===== src/logic/rob_pkg.sv =====
`default_nettype none

package rob_pkg;

    // Backend sizes
    localparam int rob_entries = 8;
    localparam int word_size   = 32;
    localparam int rob_id_w    = 3;
    localparam int reg_idx_w   = 5;
    localparam int mem_words   = 64;

    // Unit latencies in cycles, issue to writeback
    localparam int alu_latency = 1;
    localparam int mul_latency = 3;

    typedef logic [word_size-1:0] word_t;
    typedef logic [rob_id_w-1:0]  rob_id_t;
    typedef logic [reg_idx_w-1:0] reg_idx_t;

    typedef enum logic [2:0] {
        op_add,
        op_addi,
        op_mul,
        op_load,
        op_store
    } op_e;

    // Exception cause carried per ROB entry
    typedef enum logic [1:0] {
        fault_none,
        fault_fetch,
        fault_mem
    } fault_e;

endpackage

`default_nettype wire


===== src/logic/reg_rename.sv =====
`default_nettype none

module reg_rename (
    input  logic              clk,
    input  logic              rst,
    input  rob_pkg::reg_idx_t rs1,
    input  rob_pkg::reg_idx_t rs2,
    output logic              src1_pending,
    output rob_pkg::rob_id_t  src1_id,
    output rob_pkg::word_t    src1_value,
    output logic              src2_pending,
    output rob_pkg::rob_id_t  src2_id,
    output rob_pkg::word_t    src2_value,
    input  logic              ren_we,
    input  rob_pkg::reg_idx_t ren_rd,
    input  rob_pkg::rob_id_t  ren_id,
    input  logic              commit,
    input  rob_pkg::reg_idx_t commit_rd,
    input  rob_pkg::word_t    commit_value,
    input  rob_pkg::rob_id_t  commit_id
);
    import rob_pkg::*;

    // Architectural state
    word_t   regs    [32];
    // Rename table, newest producer per register
    logic [31:0] pending;
    rob_id_t map     [32];

    // Register 0 is hardwired zero and never renamed
    assign src1_pending = (rs1 != '0) && pending[rs1];
    assign src1_id      = map[rs1];
    assign src1_value   = (rs1 == '0) ? '0 : regs[rs1];
    assign src2_pending = (rs2 != '0) && pending[rs2];
    assign src2_id      = map[rs2];
    assign src2_value   = (rs2 == '0) ? '0 : regs[rs2];

    always_ff @(posedge clk) begin
        if (rst) begin
            pending <= '0;
            for (int r = 0; r < 32; r++) begin
                regs[r] <= '0;
            end
        end else begin
            if (commit && commit_rd != '0) begin
                regs[commit_rd] <= commit_value;
                // Clear only if no younger producer took the register
                if (map[commit_rd] == commit_id) begin
                    pending[commit_rd] <= 1'b0;
                end
            end
            // Later assignment wins over the commit clear
            if (ren_we && ren_rd != '0) begin
                pending[ren_rd] <= 1'b1;
                map[ren_rd]     <= ren_id;
            end
        end
    end

endmodule

`default_nettype wire


===== config.mk =====
export PLATFORM = sky130hd
export DESIGN_NAME = reg_rename
export DESIGN_NICKNAME = d
export VERILOG_FILES = /design/src/logic/rob_pkg.sv /design/src/logic/reg_rename.sv
export SDC_FILE = /design/constraint.sdc
export NUM_CORES = 2
export LEC_CHECK = 0
export BUFFER_PORTS_ARGS = -buffer_cell sky130_fd_sc_hd__buf_4
export CELL_PAD_IN_SITES_DETAIL_PLACEMENT = 1
export CELL_PAD_IN_SITES_GLOBAL_PLACEMENT = 1
export CORE_ASPECT_RATIO = 1.25
export CORE_MARGIN = 5
export CORE_UTILIZATION = 45
export DETAILED_ROUTE_END_ITERATION = 8
export PLACE_DENSITY = 0.79
export SETUP_SLACK_MARGIN = 0.5
export SLEW_MARGIN = 15
export SYNTH_ARGS = -nofsm -noshare
export SYNTH_HDL_FRONTEND = slang
export SYNTH_SLANG_ARGS = --single-unit
export TNS_END_PERCENT = 20

===== constraint.sdc =====
create_clock -name clk -period 9.5 [get_ports clk]
set_input_delay 1.9 -clock clk [delete_from_list [all_inputs] [get_ports clk]]
set_output_delay 1.9 -clock clk [all_outputs]
set_load 0.1 [all_outputs]

==> results.sh <==
export IMPL_required_ns=7.60
export IMPL_areaGrowthSynthToFinish_pct=11.5
export IMPL_avgViaCountPerCell=6.94
export IMPL_hold_violations=0
export IMPL_top_layer="met5"
export IMPL_syn_avg_cell_area_sq_um=16.4
export IMPL_placed_cells=5370
export IMPL_synth_flop_cell="edfxtp_1"
export IMPL_end_kind="output port"
export IMPL_worst_pin_slew_ns=1.21
export IMPL_netlist_area_sq_um=61400
export IMPL_crit_chain="buf_8 -> buf_12 -> mux4_2 -> mux4_2 -> mux2i_1 -> nor2_1 -> buf_4"
export IMPL_sw_frac_of_total=0.273
export IMPL_p_int_mw=9.16
export IMPL_grtUsageTotal=0.296
export IMPL_hold_start="pending[0]$_SDFF_PP0_"
export IMPL_outcome="finished clean"
export IMPL_met1_length_um=72300
export IMPL_fin_crit_sh=0.755
export IMPL_slowest_delay_ns=0.58
export IMPL_dieArea_sq_um=144000
export IMPL_ant_nets=0
export IMPL_cts_buffer_depth=3
export IMPL_clk_latency_ns=0.75
export IMPL_grt_pass1_wl_um=303000
export IMPL_place_gp_congestion=0.838
export IMPL_grt_start_max_net_pins=93
export IMPL_io_pins=134
export IMPL_place_area_sq_um=64700
export IMPL_async_flop_share=0
export IMPL_h_tree_depth=3
export IMPL_fin_area_sq_um=68500
export IMPL_cp_top_family="multiplexers"
export IMPL_arrival_ns=5.27
export IMPL_power_frac_seq=0.475
export IMPL_setup_viol=0
export IMPL_final_cells=5598
export IMPL_hold_buffers=0
export IMPL_period_minus_slack_ns=7.17
export IMPL_comb_power_share=0.155
export IMPL_ys_warn_count=0
export IMPL_drive_above_1_share=0.318
export IMPL_cap_violations=0
export IMPL_layout_nets=3785
export IMPL_wl_met3_um=24300
export IMPL_die_h_um=423
export IMPL_path_common_cell="mux4_2"
export IMPL_drt_first_pass_iters=6
export IMPL_io_buffers=133
export IMPL_core_area_sq_um=136000
export IMPL_final_util=0.505
export IMPL_slew_headroom=0.192
export IMPL_vias=38900
export IMPL_whs_ns=0.494
export IMPL_cts_clk_slew_worst_paths_ns=0.06
export IMPL_drt_wl_total_um=216000
export IMPL_route_detailed_drc=0
export IMPL_rsz0062_at_grt="no"
export IMPL_cts_root_buf="clkbuf_16"
export IMPL_cts_sinks=1152
export IMPL_worst_path_buf_inv=3
export IMPL_initial_core_util=0.453
export IMPL_wl_met2_um=104000
export IMPL_crit_type="in -> out"
export IMPL_syn_inst=3751
export IMPL_synth_edff_count=1120
export IMPL_cts_resized=0
export IMPL_numCtsBuffers=110
export IMPL_hold_path_class="reg -> reg"
export IMPL_antenna_found_initial=19
export IMPL_grt_overflow_total=0
export IMPL_drt_iter0_markers=5935
export IMPL_clkPwrFrac=0.370
export IMPL_rows=151
export IMPL_cp_max_fo=68
export IMPL_slew_viol_final=0
export IMPL_tns_ns=0
export IMPL_cp_start_kind="input port"
export IMPL_ir_drop_uv=167
export IMPL_p_per_area_nw_per_um2=184
export IMPL_dieWidth_um=340
export IMPL_finalClockSkew_ns=0.0145
export IMPL_dp_hpwl_um=114000
export IMPL_p_leak_nw=23.0
export IMPL_ys_ff_latch=1152
export IMPL_seq_area_frac_synth=0.558
export IMPL_cp_slowest_cell="mux4_2"
export IMPL_synthDistinctLibCells=43
export IMPL_r2r_start="map[12][2]$_DFFE_PP_"
export IMPL_p_sw_mw=3.43
export IMPL_wl_per_cell_um=38.6
export IMPL_cts_tree="done"
export IMPL_post_cts_buffers=0
export IMPL_startpoint="rs1[0]"
export IMPL_grt_pass1_vias=40400
export IMPL_max_freq_mhz=139
## sequential cells by signal, indices dropped and copies added, names as in the netlist
signal and flops:
pending 32, map 96, regs 1024
## power groups by stage
stage | clock [mW] | sequential (mW) | combinational [mW]
final | 4.66 | 5.98 | 1.95
after global routing | 4.90 | 6.00 | 2.00
after CTS | 4.68 | 5.97 | 1.94
after detailed placement | 0 | 6.08 | 1.93
after global placement | 0 | 6.04 | 1.91
after floorplan | 0 | 6.03 | 1.35
## synthesized netlist by cell type (4+ instances only)
library cell	n	area, sq um
a2111oi_1	6	60.1
a31oi_1	18	113
or4_1	4	30.0
edfxtp_1	1120	33600
nand2_1	13	48.8
a21oi_1	42	210
nor4_1	4	25.0
nor2_1	127	477
clkbuf_1	325	1220
o22ai_1	24	150
buf_6	4	45.0
dfxtp_1	32	641
nor3_1	21	105
nand2b_1	9	56.3
buf_1	63	236
nand4b_1	4	35.0
or4bb_1	5	56.3
nand3_1	7	35.0
and2_1	993	6210
a2111oi_2	4	60.1
buf_2	14	70.1
mux2i_1	114	1140
nor2b_1	5	31.3
nand3b_1	4	30.0
or2_2	4	25.0
mux2_2	6	67.6
or4b_2	4	40.0
mux4_2	720	16200
o21ai_0	31	155
## cells in the final DEF, fill, tap and decap left out, types with 9 or more instances in the layout
cell type	synthesis	routed
conb_1	1	35
mux2i_1	114	114
nand2b_1	9	9
clkinv_1	0	14
a21oi_1	42	42
bufinv_16	0	17
o21ai_4	0	31
nor2_1	127	95
nor2_4	0	32
nor3_1	21	20
clkinv_2	0	27
buf_4	3	219
buf_12	0	10
a31oi_1	18	18
diode_2	0	23
dfxtp_1	32	32
mux4_2	720	720
clkbuf_16	0	110
clkbuf_1	325	18
edfxtp_1	1120	1120
and2_1	993	993
nand2_1	13	13
o22ai_1	24	24
## stage by stage
| step | worst slack, ns | power [mW] |
|---|---|---|
| 6_report | 2.33 | 12.6 |
| 5_1_grt | 2.29 | 12.9 |
| 4_1_cts | 2.36 | 12.6 |
| 3_5_place_dp | 2.37 | 8.01 |
| 3_3_place_gp | 2.42 | 7.95 |
| 2_1_floorplan | 2.86 | 7.38 |
## logic make-up (layout without fill, tap and decap cells)
kind of cell           Yosys count  in the layout  share of synthesized area
other                            1             58                  0.0000611
AOI/OAI and AO/OA              131            131                     0.0130
and+or+nand+nor               1215           1215                      0.119
buffers and inverters          412            443                     0.0261
DFF                           1152           1152                      0.558
muxes                          840            840                      0.284
## final timing paths
| check | end | slack [ns] | cells after the start |
|---|---|---|---|
| worst max-delay path | src1_value[12] | 2.33 | 7 |
| worst min-delay path | pending[0]$_SDFF_PP0_ | 0.49 | 1 |
| worst max register to register | pending[18]$_SDFF_PP0_ | 6.51 | 6 |
| worst min register to register | pending[0]$_SDFF_PP0_ | 0.49 | 1 |
## layout make-up
cell class	count	area (sq um)
tap	1759	2200
fill	12500	67200
sequential	1152	34300
multi-input combinational	2221	26300
timing repair buffer	235	1930
antenna	23	57.6
inverter	3	13.8
clock buffer	131	2860
clock inverter	74	863
## per-layer routing
| layer | global-route usage | up-vias |
|---|---|---|
| li1 | - | 14700 |
| met4 | 0.180 | 4 |
| met2 | 0.478 | 3027 |
| met5 | 0 | - |
| met1 | 0.370 | 20500 |
| met3 | 0.0600 | 685 |
Note: power is estimated with default switching activity, not from simulation.
