[src/logic/rob_pkg.sv]
`default_nettype none

package rob_pkg;

    // Backend sizes
    localparam int rob_entries = 8;
    localparam int word_size   = 32;
    localparam int rob_id_w    = 3;
    localparam int reg_idx_w   = 5;
    localparam int mem_words   = 64;

    // Unit latencies in cycles, issue to writeback
    localparam int alu_latency = 1;
    localparam int mul_latency = 3;

    typedef logic [word_size-1:0] word_t;
    typedef logic [rob_id_w-1:0]  rob_id_t;
    typedef logic [reg_idx_w-1:0] reg_idx_t;

    typedef enum logic [2:0] {
        op_add,
        op_addi,
        op_mul,
        op_load,
        op_store
    } op_e;

    // Exception cause carried per ROB entry
    typedef enum logic [1:0] {
        fault_none,
        fault_fetch,
        fault_mem
    } fault_e;

endpackage

`default_nettype wire

[src/logic/wb_if.sv]
`default_nettype none

interface wb_if;
    import rob_pkg::*;

    logic    valid;
    rob_id_t rob_id;
    word_t   result;
    fault_e  fault;
    // Faulting address, only meaningful for the memory unit
    word_t   fault_addr;

    modport unit (
        output valid,
        output rob_id,
        output result,
        output fault,
        output fault_addr
    );

    modport rob (
        input valid,
        input rob_id,
        input result,
        input fault,
        input fault_addr
    );

endinterface

`default_nettype wire

[src/logic/exec_pipe.sv]
`default_nettype none

module exec_pipe #(
    parameter int LATENCY = 1
) (
    input  logic             clk,
    input  logic             rst,
    input  logic             issue,
    input  rob_pkg::op_e     op,
    input  rob_pkg::word_t   a,
    input  rob_pkg::word_t   b,
    input  rob_pkg::word_t   imm,
    input  rob_pkg::rob_id_t issue_id,
    wb_if.unit               wb
);
    import rob_pkg::*;

    logic [LATENCY-1:0] stage_v;
    word_t              stage_res [LATENCY];
    rob_id_t            stage_id  [LATENCY];
    word_t              result;

    always_comb begin
        case (op)
            op_addi: result = a + imm;
            // Low half of the product
            op_mul:  result = a * b;
            default: result = a + b;
        endcase
    end

    always_ff @(posedge clk) begin
        if (rst) begin
            stage_v <= '0;
        end else begin
            stage_v[0] <= issue;
            for (int s = 1; s < LATENCY; s++) begin
                stage_v[s] <= stage_v[s-1];
            end
        end
    end

    // Payload shifts without reset
    always_ff @(posedge clk) begin
        stage_res[0] <= result;
        stage_id[0]  <= issue_id;
        for (int s = 1; s < LATENCY; s++) begin
            stage_res[s] <= stage_res[s-1];
            stage_id[s]  <= stage_id[s-1];
        end
    end

    assign wb.valid      = stage_v[LATENCY-1];
    assign wb.rob_id     = stage_id[LATENCY-1];
    assign wb.result     = stage_res[LATENCY-1];
    // Arithmetic never faults
    assign wb.fault      = fault_none;
    assign wb.fault_addr = '0;

endmodule

`default_nettype wire

[src/flat_wrapper.sv]
// flat-port wrapper written by rule: the top's interface ports become plain ports
module exec_pipe_flat import rob_pkg::*;
#(
    parameter int LATENCY = 1
)
  (clk, rst, issue, op, a, b, imm, issue_id, wb_valid, wb_rob_id, wb_result, wb_fault, wb_fault_addr);
  wb_if wb_i ();
  input  logic clk;
  input  logic rst;
  input  logic issue;
  input  rob_pkg::op_e op;
  input  rob_pkg::word_t a;
  input  rob_pkg::word_t b;
  input  rob_pkg::word_t imm;
  input  rob_pkg::rob_id_t issue_id;
  output wire logic [$bits(wb_i.valid)-1:0] wb_valid;
  output wire logic [$bits(wb_i.rob_id)-1:0] wb_rob_id;
  output wire logic [$bits(wb_i.result)-1:0] wb_result;
  output wire logic [$bits(wb_i.fault)-1:0] wb_fault;
  output wire logic [$bits(wb_i.fault_addr)-1:0] wb_fault_addr;
  assign wb_valid = wb_i.valid;
  assign wb_rob_id = wb_i.rob_id;
  assign wb_result = wb_i.result;
  assign wb_fault = wb_i.fault;
  assign wb_fault_addr = wb_i.fault_addr;
  exec_pipe #(.LATENCY(LATENCY)) u_core (.clk(clk), .rst(rst), .issue(issue), .op(op), .a(a), .b(b), .imm(imm), .issue_id(issue_id), .wb(wb_i));
endmodule
[config.mk]
export PLATFORM = sky130hd
export DESIGN_NAME = exec_pipe_flat
export DESIGN_NICKNAME = d
export VERILOG_FILES = /design/src/logic/rob_pkg.sv /design/src/logic/wb_if.sv /design/src/logic/exec_pipe.sv /design/src/flat_wrapper.sv
export SDC_FILE = /design/constraint.sdc
export NUM_CORES = 1
export LEC_CHECK = 0
export CAP_MARGIN = 20
export CORE_ASPECT_RATIO = 1.25
export CORE_MARGIN = 2
export CORE_UTILIZATION = 45
export DETAILED_ROUTE_END_ITERATION = 10
export DONT_BUFFER_PORTS = 1
export GPL_ROUTABILITY_DRIVEN = 1
export SYNTH_ARGS = -nofsm -noshare
export SYNTH_HDL_FRONTEND = slang
export SYNTH_SLANG_ARGS = --single-unit
export TNS_END_PERCENT = 100
[constraint.sdc]
create_clock -name clk -period 9.7 [get_ports clk]
set_input_delay 1.455 -clock clk [delete_from_list [all_inputs] [get_ports clk]]
set_output_delay 1.455 -clock clk [all_outputs]
set_load 0.02 [all_outputs]
==> flow_metrics.env <==
export IMPL_syn_inst=2093
export IMPL_grt_max_degree=61
export IMPL_grt_pass1_vias=15400
export IMPL_synth_edf_count=0
export IMPL_tightest_slew_ns=0.660
export IMPL_syn_avg_cell_area_um2=9.08
export IMPL_die_h_um=234
export IMPL_required_ns=9.85
export IMPL_critPathTopFamily="adder cells"
export IMPL_min_to="u_core.stage_id[0][1]"
export IMPL_slew_viol_final=0
export IMPL_postCtsResizedCells=0
export IMPL_worstPathCellList="and2_1 > fa_1 > inv_1 > fa_1 > fa_1 > fa_1 > inv_1 > fa_1 > fa_1 > fa_1 > fa_1 > ha_1 > a21o_1 > a21o_1 > a221o_1 > a22o_1 > a311oi_1 > a21oi_1 > xnor2_1 > mux2i_1"
export IMPL_synth_simple_area_share_pct=17.2
export IMPL_tns_ns=0
export IMPL_synth_distinct_cells=69
export IMPL_synth_seq_cells=36
export IMPL_die_w_um=188
export IMPL_numCtsBuffers=5
export IMPL_worstSetupStartpointType="input port"
export IMPL_cts_tree="built"
export IMPL_io_pins=175
export IMPL_clock_root_buffer="clkbuf_16"
export IMPL_avgViaCountPerCell=5.35
export IMPL_synth_top_area_share_pct=43.1
export IMPL_hp_start="issue_id[1]"
export IMPL_grt_overflow=0
export IMPL_synth_commonest_cells="fa_1 (409), inv_1 (390), and2_1 (312)"
export IMPL_min_path_cells=0
export IMPL_synth_xor_area_share_pct=5.25
export IMPL_hp_class="input port to flip-flop"
export IMPL_slew_headroom_pct=56.0
export IMPL_routabilityCongestion=0.936
export IMPL_wire_per_inst_um=21.6
export IMPL_crit_start="a[20]"
export IMPL_synth_mux_area_share_pct=2.37
export IMPL_num_rows=84
export IMPL_clock_fmax_ghz=0.132
export IMPL_synth_warnings=0
export IMPL_async_flop_share_pct=0
export IMPL_synth_compound_area_share_pct=7.21
export IMPL_ant_nets=0
export IMPL_ys_seq_area_share_pct=3.79
export IMPL_synth_top_family_by_area="adder cells"
export IMPL_endpoint_kind="flip-flop"
export IMPL_synth_top_area_cell="fa_1"
export IMPL_hold_viol_final=0
export IMPL_nets=2673
export IMPL_clk_pin_slew_worst_paths_ns=0.06
export IMPL_io_buffers=0
export IMPL_htreeDepth=2
export IMPL_drive_above_1_share_pct=3.34
export IMPL_setup_viol=0
export IMPL_min_period_over_period_pct=78.2
export IMPL_ys_flop_type="dfxtp_1"
export IMPL_dr_pass1_iters=5
export IMPL_routed_wl_mm=55.4
export IMPL_grt_first_pass_wirelength_mm=87.7
export IMPL_die_area_um2=43900
export IMPL_clockBufferDepth=2
export IMPL_synth_most_common_cell="fa_1"
export IMPL_drc=0
export IMPL_synth_area_top_cells="fa_1 (43%), and2_1 (10%), ha_1 (10%), inv_1 (7.7%), nand2_1 (4.9%)"
export IMPL_critPathKind="input port to flip-flop"
export IMPL_cts_setup_buffers=0
export IMPL_rsz0062_at_grt="no"
export IMPL_status="completed"
export IMPL_via_count=13700
export IMPL_arrival_ns=7.74
export IMPL_grt_usage_pct=26.4
export IMPL_drt_first_iter_violations=706
export IMPL_crit_path_max_incr_delay_ns=0.57
export IMPL_syn_cell_area_um2=19000
export IMPL_post_route_min_period_ns=7.59
export IMPL_path_buf_inv=2
export IMPL_cap_violations=0
export IMPL_cp_slowest_cell="fa_1"
export IMPL_hold_buffers=0
export IMPL_nFillCells=4090
export IMPL_start_util_pct=45.3
export IMPL_place_hpwl_mm=42.4
export IMPL_crit_fanout=13
export IMPL_core_area_um2=41900
export IMPL_synth_fa_ha_area_share_pct=53.2
export IMPL_areaGrowthSynthToFinish_pct=1.99
export IMPL_antenna_found_initial=4
export IMPL_cpMostUsedCell="fa_1"
export IMPL_clock_sinks=36
==> kinds of logic (layout without fill, tap and decap cells) <==
group,count (synthesis),after routing
AND/OR/NAND/NOR,628,628
adder cells (fa/ha/maj),563,563
buffers and inverters,520,400
AO/OA/AOI/OAI,190,190
XOR/XNOR,114,114
multiplexers,41,41
flip-flops,36,36
other,1,36
==> placed cells by master, fill, tap and decap left out, types with 5 or more instances in the layout <==
master and instances:
nand3_1 9, xnor2_1 80, o21ai_0 29, dfxtp_1 36
conb_1 34, fa_1 409, a21o_1 25, mux2_2 32
nor2_1 23, nand2_1 248, xor2_1 34, mux2i_1 9
and2_1 312, a211oi_1 7, o21a_1 13, clkbuf_16 5
o21bai_1 11, inv_1 390, nor3_1 5, o21ai_1 8
a21oi_1 50, ha_1 154
==> layer usage <==
metal	vias up	global-route usage (%)	routed length, um
met5	-	0	12
met4	2	10.5	2670
met3	145	2.95	2570
met2	403	49.5	29400
met1	7117	30.8	20800
li1	6055	-	-
==> final cells by class <==
cell class | instances | area [um^2] | area share [%]
inverters | 390 | 1460 | 7.55
repair buffers | 2 | 15.0 | 0.0774
diodes | 2 | 5.00 | 0.0258
flip-flops and latches | 36 | 721 | 3.72
clock inverters | 1 | 8.76 | 0.0452
clock buffers | 7 | 133 | 0.684
well taps | 559 | 699 | 3.61
multi-input cells | 1570 | 16300 | 84.3
==> stage by stage <==
step                      util (%)  cell area [um^2]  worst slack, ns  hold WS [ns]  cells
after floorplan                  -             19100             1.79          1.48   2126
after global placement        45.9             19200             1.91          1.48   2557
after detailed placement      45.9             19200             1.81          1.48   2557
after CTS                     46.2             19400             2.10          1.19   2565
after global routing          46.2             19400             1.89          1.18   2566
final                         46.2             19400             2.11          1.19   2567
==> flip-flops by register name, indices dropped and copies added (netlist names) <==
signal / count
u_core.stage_id: 3
u_core.stage_res: 32
u_core.wb.valid: 1
==> worst max-delay path by stage <==
stage	endpoint	slack, ns	depth (start not counted)
global placement	u_core.stage_res[0][28]	1.91	23
global route	u_core.stage_res[0][31]	1.89	20
CTS	u_core.stage_res[0][31]	2.10	20
finish	u_core.stage_res[0][31]	2.11	20
floorplan	u_core.stage_res[0][28]	1.79	25
detailed placement	u_core.stage_res[0][31]	1.81	20
Power is not shown: default switching activity piles up to over one toggle a cycle in this logic, so the estimate is an artifact.
