### src/logic/rob_pkg.sv
`default_nettype none

package rob_pkg;

    // Backend sizes
    localparam int rob_entries = 8;
    localparam int word_size   = 32;
    localparam int rob_id_w    = 3;
    localparam int reg_idx_w   = 5;
    localparam int mem_words   = 64;

    // Unit latencies in cycles, issue to writeback
    localparam int alu_latency = 1;
    localparam int mul_latency = 3;

    typedef logic [word_size-1:0] word_t;
    typedef logic [rob_id_w-1:0]  rob_id_t;
    typedef logic [reg_idx_w-1:0] reg_idx_t;

    typedef enum logic [2:0] {
        op_add,
        op_addi,
        op_mul,
        op_load,
        op_store
    } op_e;

    // Exception cause carried per ROB entry
    typedef enum logic [1:0] {
        fault_none,
        fault_fetch,
        fault_mem
    } fault_e;

endpackage

`default_nettype wire

### src/logic/wb_if.sv
`default_nettype none

interface wb_if;
    import rob_pkg::*;

    logic    valid;
    rob_id_t rob_id;
    word_t   result;
    fault_e  fault;
    // Faulting address, only meaningful for the memory unit
    word_t   fault_addr;

    modport unit (
        output valid,
        output rob_id,
        output result,
        output fault,
        output fault_addr
    );

    modport rob (
        input valid,
        input rob_id,
        input result,
        input fault,
        input fault_addr
    );

endinterface

`default_nettype wire

### src/logic/mem_unit.sv
`default_nettype none

module mem_unit (
    input  logic             clk,
    input  logic             rst,
    input  logic             issue,
    input  rob_pkg::op_e     op,
    input  rob_pkg::word_t   a,
    input  rob_pkg::word_t   b,
    input  rob_pkg::word_t   imm,
    input  rob_pkg::rob_id_t issue_id,
    wb_if.unit               wb,
    input  logic             sb_release,
    input  rob_pkg::rob_id_t sb_id,
    output logic             store_pending
);
    import rob_pkg::*;

    localparam int idx_w = $clog2(mem_words);

    word_t mem [mem_words];

    // Stage 1 address check
    word_t   addr;
    logic    addr_bad;
    logic    s1_valid;
    logic    s1_store;
    logic    s1_fault;
    word_t   s1_addr;
    word_t   s1_data;
    rob_id_t s1_id;

    // 4-deep store queue, in program order
    logic [idx_w-1:0] sq_idx  [4];
    word_t            sq_data [4];
    rob_id_t          sq_id   [4];
    logic [1:0]       sq_head;
    logic [1:0]       sq_tail;
    logic [2:0]       sq_count;
    logic             sq_push;
    logic             sq_pop;

    assign addr     = a + imm;
    assign addr_bad = (addr[1:0] != 2'b00) || (addr >= word_t'(4 * mem_words));

    assign sq_push = s1_valid && s1_store && !s1_fault;
    assign sq_pop  = sb_release && (sq_count != '0) && (sq_id[sq_head] == sb_id);

    // Anything store-like not yet in memory
    assign store_pending = (s1_valid && s1_store) || (sq_count != '0);

    always_ff @(posedge clk) begin
        if (rst) begin
            s1_valid <= 1'b0;
            wb.valid <= 1'b0;
            sq_head  <= '0;
            sq_tail  <= '0;
            sq_count <= '0;
            for (int w = 0; w < mem_words; w++) begin
                mem[w] <= '0;
            end
        end else begin
            s1_valid <= issue;
            wb.valid <= s1_valid;
            if (sq_push) begin
                sq_tail <= sq_tail + 1'b1;
            end
            // Released store drains into memory
            if (sq_pop) begin
                mem[sq_idx[sq_head]] <= sq_data[sq_head];
                sq_head              <= sq_head + 1'b1;
            end
            case ({sq_push, sq_pop})
                2'b10:   sq_count <= sq_count + 1'b1;
                2'b01:   sq_count <= sq_count - 1'b1;
                default: sq_count <= sq_count;
            endcase
        end
    end

    always_ff @(posedge clk) begin
        s1_store <= (op == op_store);
        s1_fault <= addr_bad;
        s1_addr  <= addr;
        s1_data  <= b;
        s1_id    <= issue_id;
        // Stage 2, load read or queue push
        wb.rob_id     <= s1_id;
        wb.result     <= s1_store ? '0 : mem[s1_addr[idx_w+1:2]];
        wb.fault      <= s1_fault ? fault_mem : fault_none;
        wb.fault_addr <= s1_addr;
        if (sq_push) begin
            sq_idx[sq_tail]  <= s1_addr[idx_w+1:2];
            sq_data[sq_tail] <= s1_data;
            sq_id[sq_tail]   <= s1_id;
        end
    end

endmodule

`default_nettype wire

### src/flat_wrapper.sv
// flat-port wrapper written by rule: the top's interface ports become plain ports
module mem_unit_flat import rob_pkg::*;
  (clk, rst, issue, op, a, b, imm, issue_id, sb_release, sb_id, store_pending, wb_valid, wb_rob_id, wb_result, wb_fault, wb_fault_addr);
  wb_if wb_i ();
  input  logic clk;
  input  logic rst;
  input  logic issue;
  input  rob_pkg::op_e op;
  input  rob_pkg::word_t a;
  input  rob_pkg::word_t b;
  input  rob_pkg::word_t imm;
  input  rob_pkg::rob_id_t issue_id;
  input  logic sb_release;
  input  rob_pkg::rob_id_t sb_id;
  output logic store_pending;
  output wire logic [$bits(wb_i.valid)-1:0] wb_valid;
  output wire logic [$bits(wb_i.rob_id)-1:0] wb_rob_id;
  output wire logic [$bits(wb_i.result)-1:0] wb_result;
  output wire logic [$bits(wb_i.fault)-1:0] wb_fault;
  output wire logic [$bits(wb_i.fault_addr)-1:0] wb_fault_addr;
  assign wb_valid = wb_i.valid;
  assign wb_rob_id = wb_i.rob_id;
  assign wb_result = wb_i.result;
  assign wb_fault = wb_i.fault;
  assign wb_fault_addr = wb_i.fault_addr;
  mem_unit u_core (.clk(clk), .rst(rst), .issue(issue), .op(op), .a(a), .b(b), .imm(imm), .issue_id(issue_id), .wb(wb_i), .sb_release(sb_release), .sb_id(sb_id), .store_pending(store_pending));
endmodule
### config.mk
export PLATFORM = sky130hd
export DESIGN_NAME = mem_unit_flat
export DESIGN_NICKNAME = d
export VERILOG_FILES = /design/src/logic/rob_pkg.sv /design/src/logic/wb_if.sv /design/src/logic/mem_unit.sv /design/src/flat_wrapper.sv
export SDC_FILE = /design/constraint.sdc
export NUM_CORES = 2
export LEC_CHECK = 0
export BUFFER_PORTS_ARGS = -buffer_cell sky130_fd_sc_hd__clkbuf_2
export CAP_MARGIN = 30
export CORE_ASPECT_RATIO = 1.25
export CORE_UTILIZATION = 60
export CTS_CLUSTER_DIAMETER = 150
export DETAILED_ROUTE_END_ITERATION = 12
export GPL_ROUTABILITY_DRIVEN = 1
export HOLD_SLACK_MARGIN = 0.03
export PLACE_DENSITY_LB_ADDON = 0.1
export SLEW_MARGIN = 40
export SYNTH_ARGS = -nofsm -noshare
export SYNTH_HDL_FRONTEND = slang
export SYNTH_SLANG_ARGS = --single-unit
### constraint.sdc
create_clock -name clk -period 8.6 [get_ports clk]
set_input_delay 1.72 -clock clk [delete_from_list [all_inputs] [get_ports clk]]
set_output_delay 1.72 -clock clk [all_outputs]
set_load 0.02 [all_outputs]
==> run summary <==
Slew @ Worst Pin - 967 ps
Post-CTS Setup Inserts - 0
max-cap violation count - 0
Longest Clk Path Bufs - 3
final setup fails - 0
worst clock skew - 29.3 ps
Sink Count - 2,360
final instance area - 110,000 um^2
remaining routing DRC violations - 0
largest net degree at the start of global routing - 118
Worst Hold Slack - 327 ps
Slew Viols, Final - 0
Peak VDD IR - 0.165 mV
outcome - completed
Post-Layout Cell Count - 8,662
Fmax - 216 MHz
sequential power share - 0.495
clk_lat worst skew - 870 ps
port bufs - 178
htree depth - 4
Switching Fraction - 0.254
Area Overhead vs Synth - 11.0%
area of the core - 163,000 um^2
Leakage - 38.5 nW
Net Sw Power - 6.82 mW
drt initial violations - 7,969
DP Area - 102,000 um^2
Avg Cell Area, Syn - 15.6 um^2
dpl ws - 3290 ps
Pre-antenna DRT Iters - 6
synth warn - 0
Max-Slew Margin vs Limit - 0.355
share of cells above drive strength 1 - 0.227
die footprint - 166,000 um^2
chip height - 455 um
dominant synthesized flop cell - edfxtp_1
vias in the first global route - 53,954
clock transition at the registers of the reported paths - 60 ps
Final GP Congestion - 0.918
drt total wl - 280,000 um
number of synthesized register bits - 2,360
CTS tree - done
Combinational Power Share - 0.146
Worst EP required - 9090 ps
Internal - 20.0 mW
DR vias/cell - 6.48
ys async rst share - 0
Starting Density - 0.603
CTS Hold Bufs - 0
GR Overflow Total - 0
Setup TNS - 0 ps
critical setup path kind - register to register
Critical Path End Type - register
syn nets - 6,455
Worst Hold Class - register to register
final setup margin - 3970 ps
Yosys cell types - 55
total track usage - 0.342
CP max FO - 34
CTS resizes - 0
Final min period - 4630 ps
Final #Nets - 6,435
Antenna Violating Nets Remaining - 0
Core Util, Final - 0.670
clk root buf - clkbuf_16
Arrival @ worst endpoint - 5120 ps
Post-Synthesis Cells - 6,308
dpl cells - 8,249
post-DP HPWL - 172,000 um
Fin. Hold Viols - 0
pwr/cell area - 245 nW/um^2
Seq/Total Area, Yosys - 0.703
wire per inst - 32.4 um
Die Span X - 365 um
Clk network pwr share - 0.360
period utilization - 0.539
initial antenna violation count - 24
FP Rows - 166
Pwr Total - 26.8 mW
EDFF count, synth - 2,212
startpoint types - register
RSZ-0062 raised after global routing - false
Cell Area, Synth - 98,600 um^2
first-pass GRT wire length - 394,000 um
via count - 56,117
IO Count - 180
Num CTS Buffers - 217
## synth_stat cells (all sizes together), types with 13 or more instances
master / n / area (um^2)
a211oi: 45 / 343
a21oi: 36 / 180
buf: 114 / 537
clkbuf: 461 / 1730
dfxtp: 148 / 2960
edfxtp: 2212 / 66400
ha: 36 / 450
inv: 18 / 67.6
mux2: 32 / 360
mux2i: 52 / 521
mux4: 661 / 14900
nand2: 134 / 503
nand2b: 69 / 432
nor2: 2087 / 7830
nor2b: 36 / 225
nor3: 13 / 75.1
o21ai: 53 / 265
xnor2: 24 / 210
xor2: 14 / 123
## critical path: stages (launching register included)
cell and delay, ps:
dfxtp_4 810, mux4_2 600, xnor2_1 160, nand4_1 290, nor3_1 340, inv_1 220, nor3b_4 350, buf_4 350
nand2_2 500, nand2b_4 610
## final cells by class
class / instances / area [um^2]
diodes: 6 / 15.0
clock buffers: 282 / 5860
clock inverters: 121 / 1160
fillers: 11024 / 53900
inverters: 18 / 67.6
multi-input cells: 3355 / 27800
flip-flops and latches: 2360 / 69400
well taps: 2184 / 2730
repair buffers: 336 / 2420
## sequential cells by signal, indices dropped and copies added, names as in the netlist, 12 cells and up, named ones only
| register | count |
|---|---|
| u_core.wb.fault_addr | 32 |
| u_core.s1_data | 32 |
| u_core.sq_id | 12 |
| u_core.wb.result | 32 |
| u_core.sq_idx | 24 |
| u_core.mem | 2048 |
| u_core.s1_addr | 32 |
| u_core.sq_data | 128 |
## layer usage
metal | part of all wire | vias to the layer above | global-route usage
li1 | - | 23215 | -
met1 | 0.34 | 29034 | 0.448
met2 | 0.48 | 3282 | 0.537
met3 | 0.10 | 572 | 0.0685
met4 | 0.069 | 14 | 0.202
met5 | 0.00036 | - | 0
## logic make-up (layout without fill, tap and decap cells)
kind of cell	after synthesis	count (layout)	share of synthesized area
simple gates	2367	2367	0.0940
flops	2360	2360	0.703
mux	745	745	0.160
buf+inv	593	757	0.0237
compound gates	166	166	0.0108
fa+ha+maj	38	38	0.00497
xor+xnor	38	38	0.00337
other cells	1	7	0.0000380
## power groups by stage
stage	Clock, mW	Combinational (mW)	Sequential, mW
finish	9.65	3.91	13.3
CTS	9.70	3.84	13.3
global placement	0	3.81	13.5
global route	10.1	3.97	13.3
floorplan	0	2.23	13.5
detailed placement	0	3.83	13.5
## path summary, 6_finish.rpt
path	startpoint	end	slack (ps)	cells past startpoint
worst min register to register	u_core.s1_addr[25]	u_core.wb.fault_addr[25]	330	0
worst min-delay path	u_core.s1_addr[25]	u_core.wb.fault_addr[25]	330	0
worst max-delay path	register	u_core.mem[42][17]	3970	9
worst max register to register	register	u_core.mem[42][17]	3970	9
## placed cells by master (no fill, tap or decap), types with 52 or more instances in the layout
cell type | Yosys | final
buf_4 | 1 | 125
clkbuf_16 | 0 | 222
nand2_1 | 134 | 126
dfxtp_1 | 148 | 139
nor2_1 | 2087 | 2083
edfxtp_1 | 2212 | 2212
clkbuf_2 | 0 | 177
mux4_2 | 661 | 661
clkbuf_1 | 461 | 52
nand2b_4 | 0 | 63
No activity file was read; power rests on OpenSTA's default activity.
