[config.mk]
export PLATFORM = sky130hd
export DESIGN_NAME = dispatch
export DESIGN_NICKNAME = d
export VERILOG_FILES = /design/src/logic/rob_pkg.sv /design/src/logic/dispatch.sv
export SDC_FILE = /design/constraint.sdc
export NUM_CORES = 1
export LEC_CHECK = 0
export ABC_AREA = 1
export BUFFER_PORTS_ARGS = -buffer_cell sky130_fd_sc_hd__buf_2
export CAP_MARGIN = 20
export CORE_AREA = 2 2 155 157
export DETAILED_ROUTE_END_ITERATION = 12
export DIE_AREA = 0 0 157 159
export PLACE_DENSITY = 0.36
export SLEW_MARGIN = 40
export SYNTH_ARGS = -nofsm -noshare
export SYNTH_HDL_FRONTEND = slang
export SYNTH_SLANG_ARGS = --single-unit
[constraint.sdc]
create_clock -name clk -period 0.9 [get_ports clk]
set_clock_uncertainty 0.1 [all_clocks]
set_input_delay 0.045 -clock clk [delete_from_list [all_inputs] [get_ports clk]]
set_output_delay 0.045 -clock clk [all_outputs]
set_load 0.005 [all_outputs]
[src/logic/rob_pkg.sv]
`default_nettype none

package rob_pkg;

    // Backend sizes
    localparam int rob_entries = 8;
    localparam int word_size   = 32;
    localparam int rob_id_w    = 3;
    localparam int reg_idx_w   = 5;
    localparam int mem_words   = 64;

    // Unit latencies in cycles, issue to writeback
    localparam int alu_latency = 1;
    localparam int mul_latency = 3;

    typedef logic [word_size-1:0] word_t;
    typedef logic [rob_id_w-1:0]  rob_id_t;
    typedef logic [reg_idx_w-1:0] reg_idx_t;

    typedef enum logic [2:0] {
        op_add,
        op_addi,
        op_mul,
        op_load,
        op_store
    } op_e;

    // Exception cause carried per ROB entry
    typedef enum logic [1:0] {
        fault_none,
        fault_fetch,
        fault_mem
    } fault_e;

endpackage

`default_nettype wire

[src/logic/dispatch.sv]
`default_nettype none

module dispatch (
    input  logic              clk,
    input  logic              rst,
    input  logic              in_valid,
    output logic              in_ready,
    input  rob_pkg::op_e      in_op,
    input  rob_pkg::reg_idx_t in_rd,
    input  rob_pkg::reg_idx_t in_rs1,
    input  rob_pkg::reg_idx_t in_rs2,
    input  rob_pkg::word_t    in_imm,
    input  rob_pkg::word_t    in_pc,
    input  logic              in_fetch_fault,
    output rob_pkg::reg_idx_t rs1,
    output rob_pkg::reg_idx_t rs2,
    input  logic              src1_pending,
    input  rob_pkg::rob_id_t  src1_id,
    input  rob_pkg::word_t    src1_value,
    input  logic              src2_pending,
    input  rob_pkg::rob_id_t  src2_id,
    input  rob_pkg::word_t    src2_value,
    output logic              ren_we,
    output rob_pkg::reg_idx_t ren_rd,
    output rob_pkg::rob_id_t  ren_id,
    output logic              alloc,
    output rob_pkg::reg_idx_t alloc_rd,
    output logic              alloc_is_store,
    output rob_pkg::word_t    alloc_pc,
    output logic              alloc_fetch_fault,
    input  rob_pkg::rob_id_t  alloc_id,
    input  logic              full,
    input  logic              halted,
    output rob_pkg::rob_id_t  byp1_id,
    output rob_pkg::rob_id_t  byp2_id,
    input  logic              byp1_ready,
    input  rob_pkg::word_t    byp1_value,
    input  logic              byp2_ready,
    input  rob_pkg::word_t    byp2_value,
    output logic              alu_issue,
    output logic              mul_issue,
    output logic              mem_issue,
    output rob_pkg::op_e      op,
    output rob_pkg::word_t    a,
    output rob_pkg::word_t    b,
    output rob_pkg::word_t    imm,
    output rob_pkg::rob_id_t  issue_id,
    input  logic              store_pending
);
    import rob_pkg::*;

    logic live;
    logic is_store;
    logic is_mem;
    logic needs_rs2;
    logic op1_ok;
    logic op2_ok;
    logic accept;
    logic go;

    // Hold off for one cycle out of reset
    always_ff @(posedge clk) begin
        if (rst) begin
            live <= 1'b0;
        end else begin
            live <= 1'b1;
        end
    end

    assign is_store  = (in_op == op_store);
    assign is_mem    = (in_op == op_load) || is_store;
    assign needs_rs2 = (in_op == op_add) || (in_op == op_mul) || is_store;

    // Operand lookup, renamed sources come from the ROB
    assign rs1     = in_rs1;
    assign rs2     = in_rs2;
    assign byp1_id = src1_id;
    assign byp2_id = src2_id;
    assign op1_ok  = !src1_pending || byp1_ready;
    assign op2_ok  = !needs_rs2 || !src2_pending || byp2_ready;
    assign a       = src1_pending ? byp1_value : src1_value;
    assign b       = src2_pending ? byp2_value : src2_value;

    // Memory ops wait out queued stores, which also bounds the queue
    assign in_ready = live && !full && !halted
                   && (in_fetch_fault || (op1_ok && op2_ok && !(is_mem && store_pending)));
    assign accept   = in_valid && in_ready;
    // Fetch faults take an entry but never issue
    assign go       = accept && !in_fetch_fault;

    assign alloc             = accept;
    assign alloc_rd          = is_store ? '0 : in_rd;
    assign alloc_is_store    = is_store;
    assign alloc_pc          = in_pc;
    assign alloc_fetch_fault = in_fetch_fault;

    assign ren_we = go && !is_store;
    assign ren_rd = in_rd;
    assign ren_id = alloc_id;

    // Route to a unit
    assign alu_issue = go && ((in_op == op_add) || (in_op == op_addi));
    assign mul_issue = go && (in_op == op_mul);
    assign mem_issue = go && is_mem;
    assign op        = in_op;
    assign imm       = in_imm;
    assign issue_id  = alloc_id;

endmodule

`default_nettype wire

==> results of run 1 <==
==> layer usage <==
metal	share of wire, %	up-vias
met5	0	-
met1	39	1108
li1	-	1205
met2	54	183
met3	6.5	12
met4	0.99	0
==> path summary, 6_finish.rpt <==
kind,from,end,slack (ns),cells after the start
setup / recovery,in_op[0],mem_issue,-0.21,10
hold / removal,rst,live$_DFF_P_,0.1,2
==> logic make-up (layout without fill, tap and decap cells) <==
| family | Yosys count | after routing | share of synthesized area, % |
|---|---|---|---|
| simple gates | 124 | 124 | 28.79 |
| buf+inv | 119 | 344 | 48.35 |
| mux | 32 | 32 | 21.10 |
| compound gates | 2 | 2 | 0.5855 |
| flops | 1 | 1 | 1.172 |
==> layout make-up <==
class	count	area [sq um]	area share, %
multi-input combinational	158	1040	25.98
timing repair buffer	331	2485	62.08
inverter	13	58.81	1.469
tap	319	399.1	9.972
sequential	1	20.02	0.5002
==> stage by stage <==
step / total power (uW) / instance area, sq um
4_1_cts: 1661 / 3716
3_5_place_dp: 1120 / 2584
2_1_floorplan: 787.3 / 1708
6_report: 1857 / 4003
3_3_place_gp: 1125 / 2584
5_1_grt: 2002 / 4003
==> layout by cell type, fill, tap and decap left out, drive strengths merged <==
| cell type | count |
|---|---|
| nor3 | 2 |
| o21ai | 1 |
| buf | 248 |
| a21oi | 1 |
| nand4 | 1 |
| nor2 | 16 |
| nand2 | 104 |
| dfxtp | 1 |
| or2 | 1 |
| inv | 13 |
| mux2 | 32 |
| dlygate4sd3 | 83 |
==> report_power, final <==
group / leakage (uW) / switching, uW / total [uW] / internal, uW
logic: 0.00216 / 681 / 1810 / 1130
registers: 0.00000844 / 1.26 / 49.0 / 47.7
clock network: 0 / 0 / 0 / 0
total: 0.00216 / 682 / 1860 / 1170
==> repair_timing <==
action                     4_1_cts  5_1_grt
hold buffers                    83        0
hold endpoints to repair        86        0
setup buffers                    1        6
pin swaps                        8        7
resized for setup               59       57
gates cloned                     3        0
setup endpoints to repair       76       73
==> metrics.yaml, run 1 <==
global_route:
  grt_pass1_wl_microns: 13440
  met3_usage_pct: 0.5716
  antenna_found_initial: 0
  grt_pass1_vias: 2412
  grt_util_met1_pct: 7.894
  gr-total-overflow: 0
  grt-busiest-layer: "met2"
  use_met2_pct: 13.56
  grt_usage_pct: 6.772
  grt_max_degree: 33
detailed_routing:
  vias_per_cell: 3.051
  drtIter0Drc: 52
  vias: 2508
  drc: 0
  drt_first_pass_iters: 5
  drt-total-wl_microns: 10050
  wl_per_cell_microns: 12.23
  antenna_left: 0
place:
  gp_congestion: 0.7449
  portBuffers: 231
  dp_hpwl_microns: 6785
  place_inst: 733
  dp_slack_ns: -0.4058
timing:
  maxClockFrequency_mhz: 904.5
  setup_violations: 43
  hold_ws_ns: 0.09571
  hold_viol_final: 0
  setup_slack_ns: -0.2056
  rsz0062_at_grt: "yes"
  worstMarginPinSlew_ns: 0.2628
  relSlewSlack_pct: 82.48
  fin_crit_sh_pct: 122.8
  finalCriticalPeriod_ns: 1.106
  slew_violations: 0
  setup_tns_ns: -3.938
min_path:
  hp-class: "input port to flop"
finish:
  syn_to_final_growth_pct: 134.4
  largest_register: "live"
  n_antenna_cell: 0
  layout.nets: 735
  drive_gt1_share_pct: 59.84
  final_core_util_pct: 17.26
  final_cells: 822
  num-fill-cells: 2611
  largest_reg_flops: 1
  largestRegisters: "live: 1 flops"
logic_synthesis:
  synthTopCellsByCount: "nand2_1 (102), buf_4 (97), mux2_2 (32)"
  syn_area_sq_um: 1708
  synth_edf_count: 0
  syn_inst: 278
  synthesis.nets: 508
  ys_types: 18
  synth_area_leaders: "buf_4 (43%), nand2_1 (22%), mux2_2 (21%)"
  yosys.area.top_type: "buf_4"
  synth_top_area_share_pct: 42.64
  synth_most_common_cell: "nand2_1"
  synthArstFlopShare_pct: 0
  ys_ff_latch: 1
  yosysWarnings: 0
  synth_area_per_cell_sq_um: 6.143
  ys_seq_area_share_pct: 1.172
  ys.flop_type: "dfxtp_1"
floorplan:
  die_y_microns: 159
  io_pins: 401
  std_cell_rows: 56
  core_sq_um: 23190
  die_area_sq_um: 24960
  die_x_microns: 157
  start_util_pct: 7.364
power:
  p_leak_uw: 0.002165
  ir_drop_mv: 0.1590
  power_density_nw_per_um2: 464.0
run_status:
  status: "finished, violations left"
  violations: "negative setup slack"
worst_setup_path:
  critPathTopFamily: "simple AND/OR/NAND/NOR gates"
  critPathSlowestCell: "nor2_4"
  end_kind: "output port"
  critPathArrivalTime_ns: 0.96
  crit_type: "input port to output port"
  cp_max_fo: 4
  max_stage_delay_ns: 0.15
  crit_buf_inv: 4
  path_cells: "buf_8 -> buf_6 -> a21oi_2 -> nand2_2 -> nand2_2 -> nor2_4 -> buf_6 -> nand4_4 -> nor2_1 -> buf_2"
  cp.required_ns: 0.75
  critPathLaunchType: "input port"
clocking:
  clkSlewWorstSetupHoldPaths_ns: 0
run:
  maxCapViolCount: 0
(Power assumes the default switching activity.)
==> inputs of run 2 (changes only) <==
Settings changed: BUFFER_PORTS_ARGS -buffer_cell sky130_fd_sc_hd__buf_2 to default, CORE_AREA 2 2 155 157 to 2 2 157 159, DIE_AREA 0 0 157 159 to 0 0 159 161, DONT_BUFFER_PORTS from default to 1, PLACE_DENSITY 0.36 to 0.3, SKIP_CTS_REPAIR_TIMING from default to 1.
==> run 2 against run 1 <==
The flow finishes with violations (negative hold slack, negative setup slack). Sequential power fell by 1%. Combinational power fell by 51%. Worst setup slack improved by 0.15 ns. Core utilization fell by 7.2 points. First-iteration DRC count fell by 19%. Worst hold slack got worse by 0.11 ns. Highest routed layer is now met5.
==> metrics.yaml, run 2 (synthesis results as in run 1) <==
timing:
  hold_viol_final: 1  # +1
  relSlewSlack_pct: 75.94  # -6.5 points
  fin_crit_sh_pct: 106.0  # -17 points
  finalCriticalPeriod_ns: 0.9540  # -0.1516 ns
  hold_ws_ns: -0.009995  # -0.1057 ns
  rsz0062_at_grt: "yes"
  maxClockFrequency_mhz: 1048  # +16%
  worstMarginPinSlew_ns: 0.3609  # +0.09811 ns
  setup_slack_ns: -0.05404  # +0.1516 ns
  slew_violations: 0  # unchanged
  setup_violations: 5  # -88%
finish:
  layout.nets: 502  # -32%
  mostFrequentLayoutCell: "nand2_1"
  num-fill-cells: 2797  # +7.1%
  syn_to_final_growth_pct: 40.66
  largestRegisters: "live: 1 flops"
  largest_register: "live"
  drive_gt1_share_pct: 22.22  # -38 points
  layout_common_cells: "nand2_1 (99), dlygate4sd3_1 (91), mux2_2 (32), inv_1 (10), nor2_1 (8)"
  largest_reg_flops: 1  # unchanged
  fin_area_sq_um: 2402  # -40%
detailed_routing:
  drt_first_pass_iters: 4  # -1
  vias: 1679  # -33%
  drt-total-wl_microns: 8013  # -20%
  drc: 0  # unchanged
  drtIter0Drc: 42  # -19%
  vias_per_cell: 2.822  # -7.5%
  antenna_left: 0  # unchanged
  wl_per_cell_microns: 13.47  # +10%
run:
  maxCapViolCount: 0  # unchanged
run_status:
  status: "finished, violations left"
  violations: "negative hold slack, negative setup slack"
worst_setup_path:
  cp_max_fo: 6  # +2
  critPathLaunchType: "input port"
  critPathArrivalTime_ns: 0.81  # -0.15 ns
  cp.required_ns: 0.75  # about the same
  end_kind: "output port"
  crit_type: "input port to output port"
global_route:
  grt_pass1_wl_microns: 8038  # -40%
  antenna_found_initial: 2  # +2
  gr-total-overflow: 0  # unchanged
  grt_usage_pct: 4.338  # -2.4 points
  grt_max_degree: 34  # +3.0%
  grt_pass1_vias: 1144  # -53%
place:
  gp_congestion: 0.6389  # -14%
  dp_slack_ns: -0.2383  # +0.1675 ns
  dp_hpwl_microns: 5989  # -12%
  place_area_sq_um: 1376  # -47%
  portBuffers: 0  # -100%
power:
  power_density_nw_per_um2: 388.0  # -16%
  ir_drop_mv: 0.1019  # -36%
  p_leak_uw: 0.0009733  # -55%
min_path:
  hold_path_end: "op[0]"
  hp-class: "input port to output port"
  hp-start: "in_op[0]"
  hold_depth: 0  # -2
floorplan:
  die_area_sq_um: 25600  # +2.5%
  start_util_pct: 7.127  # -0.24 points
  std_cell_rows: 57  # +1.8%
  die_y_microns: 161  # +1.3%
  io_pins: 401  # unchanged
  core_sq_um: 23960  # +3.3%
  die_x_microns: 159  # +1.3%
run 2: worst max-delay path by stage:
stage	startpoint	to	slack [ns]	cells after the start
6_report	in_op[0]	alloc	-0.05	7
5_1_grt	in_op[0]	mem_issue	-0.14	7
4_1_cts	in_op[2]	mul_issue	-0.24	7
3_5_place_dp	in_op[2]	mul_issue	-0.24	7
3_3_place_gp	in_op[2]	mem_issue	-0.23	7
2_1_floorplan	src1_pending	a[10]	0.02	3
run 2: critical path, cell delays in order:
cell and delay, ns:
o21ai_2 0.17, nand2_4 0.08, nor2_4 0.12, nor2_4 0.07, nor2_2 0.15, nor3_4 0.05, buf_4 0.13
run 2: routing by layer:
layer	wire (microns)	track usage, %	share of wire, %
met1	3192	5.075	40
met4	2	2.025	0.025
met2	4054	5.850	51
met3	749	3.030	9.3
met5	13	1.136	0.16
run 2: stage by stage:
stage / std cells / hold slack [ns] / util (%) / TNS [ns] / total power (uW)
detailed placement: 501 / -0.009965 / 5.744 / -1.161 / 493.2
finish: 595 / -0.009995 / 10.03 / -0.1705 / 932.2
global placement: 501 / -0.009965 / 5.744 / -1.142 / 497.1
CTS: 501 / -0.009965 / 5.744 / -1.195 / 496.1
floorplan: 278 / 0.001523 / - / 0 / 787.3
global route: 594 / -0.009983 / 10.01 / -0.6452 / 985.6
run 2: final cells by class:
class / instances / area [sq um] / share of cell area, %
Sequential cell: 1 / 20.02 / 0.8333
Tap cell: 324 / 405.4 / 16.88
Antenna cell: 1 / 2.502 / 0.1042
Inverter: 13 / 56.30 / 2.344
Timing Repair Buffer: 98 / 963.4 / 40.10
Multi-Input combinational cell: 158 / 954.7 / 39.74
run 2: power by group:
group | internal, uW | switching, uW
registers | 47.6 | 0.717
logic | 487 | 397
clock network | 0.000149 | 0
total | 535 | 397
